**src/common/tetris_pkg.sv**
```systemverilog
// Playfield constants
package tetris_pkg;
	localparam int WELL_COLS = 10;
	localparam int WELL_ROWS = 20; // bit 0 top row, bit 19 bottom row
	localparam int ROW_W = $clog2(WELL_ROWS);
	localparam int COL_W = $clog2(WELL_COLS);
	localparam int CELL_SHIFT = 4; // 16 pixel cells
	localparam int COORD_W = 12;
	localparam int CELL_W = COORD_W - CELL_SHIFT;
	localparam int NUM_SHAPES = 7;
	localparam int SHAPE_W = 3;
	localparam int GRAVITY_FRAMES = 8;
	localparam int GRAV_W = $clog2(GRAVITY_FRAMES);
	localparam int FLICK_STEPS = 4; // three toggles, then removal
	localparam int FLICK_W = $clog2(FLICK_STEPS);
	localparam int ACT_W = 3; // left, right, drop

	// each entry lists column 9 first, down to column 0
	localparam logic [NUM_SHAPES-1:0][WELL_COLS-1:0][WELL_ROWS-1:0] SPAWN_SHAPES = '{
		'{20'h0, 20'h0, 20'h0, 20'h1, 20'h1, 20'h1, 20'h1, 20'h0, 20'h0, 20'h0}, // straight
		'{20'h0, 20'h0, 20'h0, 20'h2, 20'h3, 20'h2, 20'h0, 20'h0, 20'h0, 20'h0},
		'{20'h0, 20'h0, 20'h0, 20'h1, 20'h3, 20'h2, 20'h0, 20'h0, 20'h0, 20'h0},
		'{20'h0, 20'h0, 20'h0, 20'h2, 20'h3, 20'h1, 20'h0, 20'h0, 20'h0, 20'h0},
		'{20'h0, 20'h0, 20'h0, 20'h2, 20'h2, 20'h3, 20'h0, 20'h0, 20'h0, 20'h0},
		'{20'h0, 20'h0, 20'h0, 20'h3, 20'h2, 20'h2, 20'h0, 20'h0, 20'h0, 20'h0},
		'{20'h0, 20'h0, 20'h0, 20'h0, 20'h3, 20'h3, 20'h0, 20'h0, 20'h0, 20'h0}  // square
	};
endpackage

```
**src/common/piece_if.sv**
```systemverilog
// Piece to board link
`timescale 1ns/1ps

interface piece_if;
	import tetris_pkg::*;

	logic [WELL_COLS-1:0][WELL_ROWS-1:0] cells; // falling piece, column words
	logic valid; // piece is live
	logic land;
	logic merged; // single credit comes back

	modport piece (
		output cells,
		output valid,
		input land,
		input merged
	);

	modport board (
		input cells,
		input valid,
		output land,
		output merged
	);
endinterface

```
**src/piece/piece_unit.sv**
```systemverilog
// Falling piece control
`timescale 1ns/1ps

module piece_unit (
	input logic clk,
	input logic rst,
	input logic frame,
	input logic [tetris_pkg::ACT_W-1:0] action,
	piece_if.piece pif
);
	import tetris_pkg::*;

	logic [GRAV_W-1:0] frame_cnt;
	logic [SHAPE_W-1:0] shape;
	logic credit; // one spawn allowed per merge
	logic valid;
	logic [WELL_COLS-1:0][WELL_ROWS-1:0] cells;
	logic [WELL_COLS-1:0][WELL_ROWS-1:0] side;
	logic [WELL_COLS-1:0][WELL_ROWS-1:0] moved;
	logic tick;
	logic go_left;
	logic go_right;
	logic go_drop;
	logic go_down;

	assign tick = frame && (frame_cnt == '0);

	// left beats right beats drop, walls refuse a side step
	assign go_left = action[2] && (cells[0] == '0);
	assign go_right = !action[2] && action[1] && (cells[WELL_COLS-1] == '0);
	assign go_drop = !action[2] && !action[1] && action[0];
	assign go_down = tick || go_drop; // never more than one row

	always_comb begin
		if (go_left)
			side = cells >> WELL_ROWS;
		else if (go_right)
			side = cells << WELL_ROWS;
		else
			side = cells;
		for (int c = 0; c < WELL_COLS; c++) begin
			moved[c] = go_down ? (side[c] << 1) : side[c];
		end
	end

	// gravity divider
	always_ff @(posedge clk or posedge rst) begin
		if (rst) begin
			frame_cnt <= '0;
		end else if (frame) begin
			if (frame_cnt == GRAV_W'(GRAVITY_FRAMES - 1))
				frame_cnt <= '0;
			else
				frame_cnt <= frame_cnt + 1'b1;
		end
	end

	always_ff @(posedge clk or posedge rst) begin
		if (rst) begin
			credit <= 1'b1;
			valid <= 1'b0;
			shape <= '0;
			cells <= '0;
		end else if (pif.merged) begin
			credit <= 1'b1; // piece now lives in the well
			valid <= 1'b0;
			cells <= '0;
		end else if (frame) begin
			if (tick && credit) begin
				cells <= SPAWN_SHAPES[shape];
				valid <= 1'b1;
				credit <= 1'b0;
				if (shape == SHAPE_W'(NUM_SHAPES - 1))
					shape <= '0;
				else
					shape <= shape + 1'b1;
			end else if (valid && !pif.land) begin
				cells <= moved; // frozen while landed
			end
		end
	end

	assign pif.cells = cells;
	assign pif.valid = valid;
endmodule

```
**src/board/board_unit.sv**
```systemverilog
// Well storage and merge
`timescale 1ns/1ps

module board_unit (
	input logic clk,
	input logic rst,
	piece_if.board pif,
	input logic [tetris_pkg::WELL_COLS-1:0][tetris_pkg::WELL_ROWS-1:0] clear_well,
	input logic clear_we,
	output logic [tetris_pkg::WELL_COLS-1:0][tetris_pkg::WELL_ROWS-1:0] well
);
	import tetris_pkg::*;

	logic [WELL_COLS-1:0] col_hit;
	logic land;
	logic merged;

	// piece on the floor or resting on a settled cell
	always_comb begin
		for (int c = 0; c < WELL_COLS; c++) begin
			col_hit[c] = pif.cells[c][WELL_ROWS-1] ||
				((pif.cells[c] << 1) & well[c]) != '0;
		end
	end

	assign land = |col_hit;
	assign merged = pif.valid && land;

	always_ff @(posedge clk or posedge rst) begin
		if (rst) begin
			well <= '0;
		end else if (merged) begin
			well <= well | pif.cells; // merge wins over a clear write
		end else if (clear_we) begin
			well <= clear_well;
		end
	end

	assign pif.land = land;
	assign pif.merged = merged;
endmodule

```
**src/board/line_clear.sv**
```systemverilog
// Full row flicker and removal
`timescale 1ns/1ps

module line_clear (
	input logic clk,
	input logic rst,
	input logic frame,
	input logic [tetris_pkg::WELL_COLS-1:0][tetris_pkg::WELL_ROWS-1:0] well,
	output logic [tetris_pkg::WELL_COLS-1:0][tetris_pkg::WELL_ROWS-1:0] clear_well,
	output logic clear_we
);
	import tetris_pkg::*;

	logic [WELL_ROWS-1:0] flick_mask; // holds the row while it is toggled off
	logic [FLICK_W-1:0] step;
	logic [WELL_ROWS-1:0] full;
	logic [WELL_ROWS-1:0] keep;
	logic [ROW_W-1:0] sel;
	logic found;
	logic last_step;

	always_comb begin
		full = '1;
		for (int c = 0; c < WELL_COLS; c++) begin
			full = full & well[c]; // set in every column
		end
		full = full | flick_mask;
		found = 1'b0;
		sel = '0;
		for (int r = 0; r < WELL_ROWS; r++) begin
			if (full[r]) begin
				found = 1'b1;
				sel = ROW_W'(r); // bottom-most wins
			end
		end
		for (int r = 0; r < WELL_ROWS; r++) begin
			keep[r] = (r > sel); // rows below the cleared one stay
		end
	end

	assign last_step = (step == FLICK_W'(FLICK_STEPS - 1));

	always_comb begin
		for (int c = 0; c < WELL_COLS; c++) begin
			if (last_step)
				clear_well[c] = (well[c] & keep) | ((well[c] << 1) & ~keep);
			else
				clear_well[c] = well[c] ^ (WELL_ROWS'(1) << sel);
		end
	end

	assign clear_we = frame && found;

	always_ff @(posedge clk or posedge rst) begin
		if (rst) begin
			step <= '0;
			flick_mask <= '0;
		end else if (clear_we) begin
			if (last_step) begin
				step <= '0;
				flick_mask <= '0;
			end else begin
				step <= step + 1'b1;
				flick_mask <= WELL_ROWS'(1) << sel;
			end
		end
	end
endmodule

```
**src/verilog/cell_scan.sv**
```systemverilog
// Raster pixel readout
`timescale 1ns/1ps

module cell_scan (
	input logic clk,
	input logic rst,
	input logic [tetris_pkg::WELL_COLS-1:0][tetris_pkg::WELL_ROWS-1:0] well,
	input logic [tetris_pkg::WELL_COLS-1:0][tetris_pkg::WELL_ROWS-1:0] piece,
	input logic [tetris_pkg::COORD_W-1:0] x,
	input logic [tetris_pkg::COORD_W-1:0] y,
	input logic line_start,
	output logic lit
);
	import tetris_pkg::*;

	logic [CELL_W-1:0] x_cell;
	logic [CELL_W-1:0] y_cell;
	logic [COL_W-1:0] col_sel;
	logic [ROW_W-1:0] row_sel;
	logic [WELL_ROWS-1:0] row_buf; // one well column per scan line

	assign x_cell = x[COORD_W-1:CELL_SHIFT];
	assign y_cell = y[COORD_W-1:CELL_SHIFT];
	assign col_sel = COL_W'(y_cell - 1'b1); // y cell 1 is column 0
	assign row_sel = ROW_W'(WELL_ROWS - 1) - ROW_W'(x_cell); // bottom row on the left

	always_ff @(posedge clk or posedge rst) begin
		if (rst) begin
			row_buf <= '0;
			lit <= 1'b0;
		end else begin
			if (line_start) begin
				if (y_cell >= CELL_W'(1) && y_cell <= CELL_W'(WELL_COLS))
					row_buf <= well[col_sel] | piece[col_sel];
				else
					row_buf <= '0;
			end
			lit <= (x_cell < CELL_W'(WELL_ROWS)) && row_buf[row_sel];
		end
	end
endmodule

```
**src/verilog/tetris_top.sv**
```systemverilog
// Playfield core top
`timescale 1ns/1ps

module tetris_top (
	input logic clk,
	input logic rst,
	input logic frame,
	input logic [tetris_pkg::ACT_W-1:0] action,
	input logic [tetris_pkg::COORD_W-1:0] x,
	input logic [tetris_pkg::COORD_W-1:0] y,
	input logic line_start,
	output logic lit
);
	import tetris_pkg::*;

	logic [WELL_COLS-1:0][WELL_ROWS-1:0] well;
	logic [WELL_COLS-1:0][WELL_ROWS-1:0] clear_well;
	logic clear_we;

	piece_if pif ();

	piece_unit piece_unit_i (
		.clk(clk),
		.rst(rst),
		.frame(frame),
		.action(action),
		.pif(pif.piece)
	);

	board_unit board_unit_i (
		.clk(clk),
		.rst(rst),
		.pif(pif.board),
		.clear_well(clear_well),
		.clear_we(clear_we),
		.well(well)
	);

	line_clear line_clear_i (
		.clk(clk),
		.rst(rst),
		.frame(frame),
		.well(well),
		.clear_well(clear_well),
		.clear_we(clear_we)
	);

	cell_scan cell_scan_i (
		.clk(clk),
		.rst(rst),
		.well(well),
		.piece(pif.cells),
		.x(x),
		.y(y),
		.line_start(line_start),
		.lit(lit)
	);
endmodule

```
**config.mk**
```make
export PLATFORM = sky130hd
export DESIGN_NAME = tetris_top
export DESIGN_NICKNAME = d
export VERILOG_FILES = /design/src/common/tetris_pkg.sv /design/src/common/piece_if.sv /design/src/piece/piece_unit.sv /design/src/board/board_unit.sv /design/src/board/line_clear.sv /design/src/verilog/cell_scan.sv /design/src/verilog/tetris_top.sv
export SDC_FILE = /design/constraint.sdc
export NUM_CORES = 2
export LEC_CHECK = 0
export BUFFER_PORTS_ARGS = -buffer_cell sky130_fd_sc_hd__buf_2
export CAP_MARGIN = 0
export CORE_MARGIN = 2
export CORE_UTILIZATION = 60
export CTS_BUF_LIST = sky130_fd_sc_hd__clkbuf_16
export DETAILED_ROUTE_END_ITERATION = 10
export PLACE_DENSITY = 0.77
export SYNTH_ARGS = -nofsm -noshare
export SYNTH_HDL_FRONTEND = slang
export SYNTH_HIERARCHICAL = 1
export SYNTH_SLANG_ARGS = --single-unit
```
**constraint.sdc**
```tcl
create_clock -name clk -period 16.75 [get_ports clk]
set_clock_uncertainty 0.15 [all_clocks]
set_input_delay 3.35 -clock clk [delete_from_list [all_inputs] [get_ports clk]]
set_output_delay 3.35 -clock clk [all_outputs]
set_load 0.02 [all_outputs]
```
Word level (Yosys, flattened, before mapping)
Memories as Yosys holds them, arrays and structs flattened.
Cells that the tools add are included.
{ "word_totals": {"reg_bits": 451, "output_inout_bits": 1, "rom_bits": 1600, "in_bits": 31, "n_memories": 1} }
{ "mem_list": {"columns": ["memory", "words", "width", "read_ports", "rd_clocked_by_memory_dff", "write_ports", "line", "source"], "rows": [
  ["(name not given)", 8, 200, 1, 0, 0, "piece_unit.sv:70", "cells <= SPAWN_SHAPES[shape];"]
]} }
{ "op_classes": {"n_bitwise": 64, "n_eq_ne": 3, "addsub": 5, "shifts": 1, "n_reduce_logical": 49, "n_mux": 85, "magnitude_cmp": 25} }
{ "ops": {"columns": ["operator", "count"], "rows": [
  ["2-to-1 mux 200 bit", 9],
  ["AND 20 bit", 39],
  ["2-to-1 mux 20 bit", 24],
  ["OR 20 bit", 12],
  ["OR 200 bit", 1],
  ["nonzero test 20 bit", 10],
  ["bitwise XOR 20 bit", 10],
  ["binary-select mux 20 bit (select 4 bit)", 2],
  ["2-to-1 mux 5 bit", 18],
  ["> comparator 4 x 5 -> 1 bit (first input constant)", 8],
  ["zero test 20 bit", 2],
  ["2-to-1 mux 1 bit", 28],
  ["> comparator 3 x 5 -> 1 bit (first input constant)", 4],
  ["> comparator 5 bit (first input constant)", 4],
  ["inverter 20 bit", 1],
  ["left shift 1 x 5 -> 20 bit (first input constant)", 1],
  ["logical AND 1 bit", 12],
  ["logical OR 1 bit", 11],
  ["> comparator 2 x 5 -> 1 bit (first input constant)", 2],
  ["OR reduction 10 bit", 1],
  [">= comparator 8 x 1 -> 1 bit (second input constant)", 1],
  ["less-or-equal comparator 8 x 4 -> 1 bit (second input constant)", 1],
  ["< comparator 8 x 5 -> 1 bit (second input constant)", 1],
  ["adder 3 x 1 -> 3 bit (second input constant)", 2],
  ["other kinds (20)", 28]
]} }

Longest topological paths before layout
{ "depth": {"depth_word": 36, "ltp_mapped": 17, "ltp_nobuf": 11} }

Modules after synthesis
Netlist, hierarchy kept.
{ "by_module_without_submodules": {"columns": ["mod", "area_per_inst_um2", "cells_per_inst", "n_inst", "seq_area_each_um2"], "rows": [
  ["piece_unit", 12821.0, 1560, 1, 5206.2],
  ["board_unit", 10784.1, 802, 1, 5004.8],
  ["line_clear", 6165.9, 892, 1, 550.5],
  ["cell_scan", 3290.7, 508, 1, 525.5]
]} }

Worst setup path before layout
No wires, ideal clock.
{ "synth_timing": {"path_type": "input port to flip-flop", "from": "input y[4] (netlist bit)", "to": "register cell_scan_i.row_buf[18]", "cell_stages": 9, "arrival_ns": 4.882, "path_slack_ns": 11.594, "cell_sequence": "buf_2 -> inv_1 -> ha_1 -> buf_2 -> buf_1 -> clkbuf_1 -> a211oi_1 -> nor3_1 -> a21oi_1"} }
{ "synth_via": {"elab_chain_len": 5} }
{ "synth_rtl": {"columns": ["element", "line", "source"], "rows": [
  ["start, declared", "tetris_top.sv:10", "input logic [tetris_pkg::COORD_W-1:0] y,"],
  ["subtractor 4 x 1 -> 4 bit", "cell_scan.sv:24", "assign col_sel = COL_W'(y_cell - 1'b1);"],
  ["binary-select mux 20 bit (select 4 bit)", "cell_scan.sv:34", "row_buf <= well[col_sel] | piece[col_sel];"],
  ["2-to-1 mux 20 bit (not written as such)", "cell_scan.sv:34", null],
  ["OR 20 bit", "cell_scan.sv:34", null],
  ["2-to-1 mux 20 bit *", "cell_scan.sv:33", "if (y_cell >= CELL_W'(1) && y_cell <= CELL_W'(WELL_COLS))"],
  ["end signal, assigned", "cell_scan.sv:34", null],
  ["end, declared", "cell_scan.sv:20", "logic [WELL_ROWS-1:0] row_buf;"]
]} }
Every way passes the cells marked *; elsewhere a longest branch is shown, timed or not. The select of a mux whose other input is x is not followed.
A chain may end at the register's enable or synchronous reset.

Worst setup path in the final report
{ "layout_timing": {"from": "register piece_unit_i.cells (netlist bit piece_unit_i/pif.cells[78])", "to": "register piece_unit_i.cells (netlist bit piece_unit_i/pif.cells[198])"} }
{ "layout_via": {"elab_chain_len": 8} }
{ "layout_rtl": {"columns": ["element", "line", "source"], "rows": [
  ["start, declared", "piece_unit.sv:17", "logic [WELL_COLS-1:0][WELL_ROWS-1:0] cells;"],
  ["start signal, assigned", "piece_unit.sv:70", null],
  ["start signal, assigned", "piece_unit.sv:78", "cells <= moved;"],
  ["AND 20 bit *", "board_unit.sv:22", "((pif.cells[c] << 1) & well[c]) != '0;"],
  ["nonzero test 20 bit *", "board_unit.sv:22", null],
  ["logical OR 1 bit *", "board_unit.sv:21", "col_hit[c] = pif.cells[c][WELL_ROWS-1] ||"],
  ["OR reduction 10 bit *", "board_unit.sv:26", "assign land = |col_hit;"],
  ["net pif.land", "piece_if.sv:9", "logic land;"],
  ["zero test 1 bit", "piece_unit.sv:77", "end else if (valid && !pif.land) begin"],
  ["logical AND 1 bit", "piece_unit.sv:77", null],
  ["nonzero test 3 bit (no source line)", null, null],
  ["AND reduction 2 bit (no source line)", null, null]
]} }
Mark *: on every way through the listed nets, which the timed path passes. The rest lies on a longest branch.

==> run summary <==
Total setup buffers inserted after CTS -> 0
Syn nets -> 3,805
Worst hold path class -> flip-flop to flip-flop
Sequence of cells on the critical path -> a22o_1 > a221oi_1 > nand4_1 > nor4_2 > nand4_1 > o21ai_0 > nand3_4 > nor3_2 > a21oi_1 > o22ai_1
Synth area leader -> dfrtp_1
Vias in the first global route -> 33,100
Final setup vio count -> 0
Clock network power share -> 13.3%
Antenna violations before repair -> 19
Ys Warns -> 6
Post-synth top area share -> 34.1%
Boundary Pins -> 32
Initial Util -> 60.4%
FF+latch count, synth -> 451
Post-synth cell types -> 100
Pwr Density -> 238 nW/um^2
DP HPWL -> 107,000 um
FMAX -> 0.153 GHz
Core area -> 54,800 um^2
Nets@finish -> 3,609
Detailed Route Iter0 Violations -> 7,370
Cts repair resizes -> 0
DRT Wirelength -> 159,000 um
Critical path buffer and inverter count -> 0
Die area -> 57,000 um^2
CP startpoint kind -> flip-flop
Post-synthesis cell area -> 33,100 um^2
Critical path's top delay family -> simple AND/OR/NAND/NOR gates
Gate Count Post-Synth -> 3,762
Clk Latency, worst-skew pair -> 650 ps
WL/cell -> 36.8 um
Die Y -> 239 um
Uppermost layer routed -> met5
Tcrit/Tclk final -> 39.0%
I/O Buffers -> 23
Minimum clock period -> 6540 ps
Final core utilization -> 63.4%
Final Hold Vio Count -> 0
Max-cap violations -> 0
DRC Markers -> 0
Layout cells sized above 1 -> 13.9%
Total track usage -> 54.6%
H-tree levels -> 2
Global-route wire length before repair -> 230,000 um
Top post-synthesis cells by area -> dfrtp_1, o22a_1, nand3_1, mux2_4, o21ai_0
Arrival time at the worst endpoint -> 6940 ps
CTS Buffer Depth -> 3
Sequential power share -> 28.6%
FFs w/ async S/R, synth -> 100%
TNS Setup -> 0 ps
Comb power frac -> 58.1%
Hold_buf cts -> 0
CP max FO -> 54
Sw Ratio -> 53.2%
Crit end category -> flip-flop
Vias per inst -> 8.51
Worst vdd ir -> 0.451 mV
Met3 WL -> 26,500 um
Leading cell type in the layout, fill and taps excluded -> dfrtp_1
Worst-margin pin slew -> 1380 ps
TritonCTS clock tree -> yes
Clock-pin slew on the worst setup and hold paths -> 60 ps
Die Width -> 239 um
Total CTS buffers -> 53
Leak -> 13.3 nW
WS Path Type -> flip-flop to flip-flop
Sequential area share after synthesis -> 34.1%
Status -> finished clean
CP most frequent cell -> nand4_1
Mean post-synth cell area -> 8.79 um^2
Sink Count -> 451
NetSw -> 0.00440 W
Final ANT Viol Nets -> 0
Met2 WL -> 62,600 um
Most frequent cells in the layout -> dfrtp_1, nand3_1, nand2_1
Vias -> 36,800
Rel. slew slack -> 8.32%
Ys flop type -> dfrtp_1
Slowest cell on crit path -> nor3_2
Pins Over Slew Limit -> 0
Largest net degree at the start of global routing -> 171
Drt pass-1 iters -> 10
RePlAce Congestion -> 1.11
WL met1 -> 54,900 um
Cell-internal power -> 0.00387 W
Floorplan row count -> 86
Clock Tree Root -> clkbuf_16
Worst EP required -> 17,150 ps
Area grow syn2layout -> 4.96%
Largest stage delay on the critical path -> 1150 ps
RSZ-0062 raised after global routing -> no
Post-synth EDFFs -> 0
Global route overflow -> 0
## kinds of logic after synthesis
| family | Yosys count | share of synthesized area, % |
|---|---|---|
| XOR/XNOR | 16 | 0.424 |
| AO/OA/AOI/OAI | 1454 | 32.8 |
| buffers and inverters | 413 | 5.79 |
| AND/OR/NAND/NOR | 1193 | 17.6 |
| multiplexers | 223 | 8.83 |
| flip-flops | 451 | 34.1 |
| adder cells (fa/ha/maj) | 12 | 0.454 |
## state kept, by name (all words and copies together) (netlist names)
register and flops:
board_unit_i/well 200, piece_unit_i/pif.cells 200, cell_scan_i/row_buf 20, line_clear_i/flick_mask 20
piece_unit_i/frame_cnt 3, piece_unit_i/shape 3, line_clear_i/step 2, cell_scan_i/lit 1
piece_unit_i/credit 1, piece_unit_i/pif.valid 1
## metrics by stage
step	instance area [um^2]	worst slack, ps	total power, W	instances	hold WS (ps)
after floorplan	33100	7570	0.00529	3762	300
after global placement	33100	9920	0.00669	4215	316
after detailed placement	33100	9850	0.00685	4215	327
after CTS	34700	10470	0.00793	4308	340
after global routing	34700	10230	0.00846	4311	359
final	34700	10210	0.00827	4318	339
## per-layer routing
layer | vias to the layer above | global-route usage [%]
met5 | - | 1.21
met4 | 14 | 38.1
met3 | 1072 | 22.9
met2 | 3671 | 74.6
met1 | 17600 | 69.2
li1 | 14400 | -
## path summary, 6_finish.rpt
check,startpoint,end,slack (ps),depth (start not counted)
worst max-delay path,piece_unit_i/pif.cells[78]$_DFFE_PP0P_,piece_unit_i/pif.cells[198]$_DFFE_PP0P_,10210,10
worst min-delay path,line_clear_i/flick_mask[10]$_DFFE_PP0P_,line_clear_i/flick_mask[10]$_DFFE_PP0P_,340,2
worst max register to register,piece_unit_i/pif.cells[78]$_DFFE_PP0P_,piece_unit_i/pif.cells[198]$_DFFE_PP0P_,10210,10
worst min register to register,line_clear_i/flick_mask[10]$_DFFE_PP0P_,line_clear_i/flick_mask[10]$_DFFE_PP0P_,340,2
max in group asynchronous,rst,piece_unit_i/pif.cells[159]$_DFFE_PP0P_,12250,3
min in group asynchronous,rst,piece_unit_i/pif.cells[102]$_DFFE_PP0P_,2740,2
## worst register-to-register path, stage by stage, from the launching register on
cell and delay [ps]:
dfrtp_1 520, a22o_1 450, a221oi_1 1130, nand4_1 310, nor4_2 460, nand4_1 310
o21ai_0 820, nand3_4 800, nor3_2 1160, a21oi_1 180, o22ai_1 180
## power groups by stage
stage          clock, W  sequential [W]  combinational (W)
2_1_floorplan         0         0.00181            0.00348
3_3_place_gp          0         0.00225            0.00444
3_5_place_dp          0         0.00226            0.00459
4_1_cts         0.00108         0.00224            0.00460
5_1_grt         0.00113         0.00232            0.00502
6_report        0.00110         0.00236            0.00481
## layout make-up
type / instances / area [um^2]
clock inverter: 40 / 216
sequential: 451 / 11300
fill: 4575 / 20100
inverter: 74 / 298
timing repair buffer: 88 / 631
clock buffer: 53 / 1330
multi-input combinational: 2898 / 20000
antenna: 10 / 25.0
tap: 704 / 881
## cell usage after synthesis (12+ instances only)
master and number:
a211oi_1 72, a21o_1 12, a21oi_1 135, a221o_1 49
a221oi_1 51, a22o_1 48, a22oi_1 30, a31oi_1 16
a32o_1 12, a32oi_1 12, and3_1 12, and4_1 16
buf_2 99, buf_6 28, clkbuf_1 193, dfrtp_1 450
ha_1 12, inv_1 73, mux2_1 14, mux2_2 97
mux2_4 100, nand2_1 325, nand2b_1 30, nand3_1 341
nand4_1 46, nor2_1 183, nor3_1 151, nor3b_1 12
o211ai_1 43, o21a_1 20, o21ai_0 281, o21ai_1 102
o221a_2 74, o221ai_1 150, o22a_1 209, o22ai_1 28
xor2_1 12
(Power assumes the default switching activity.)
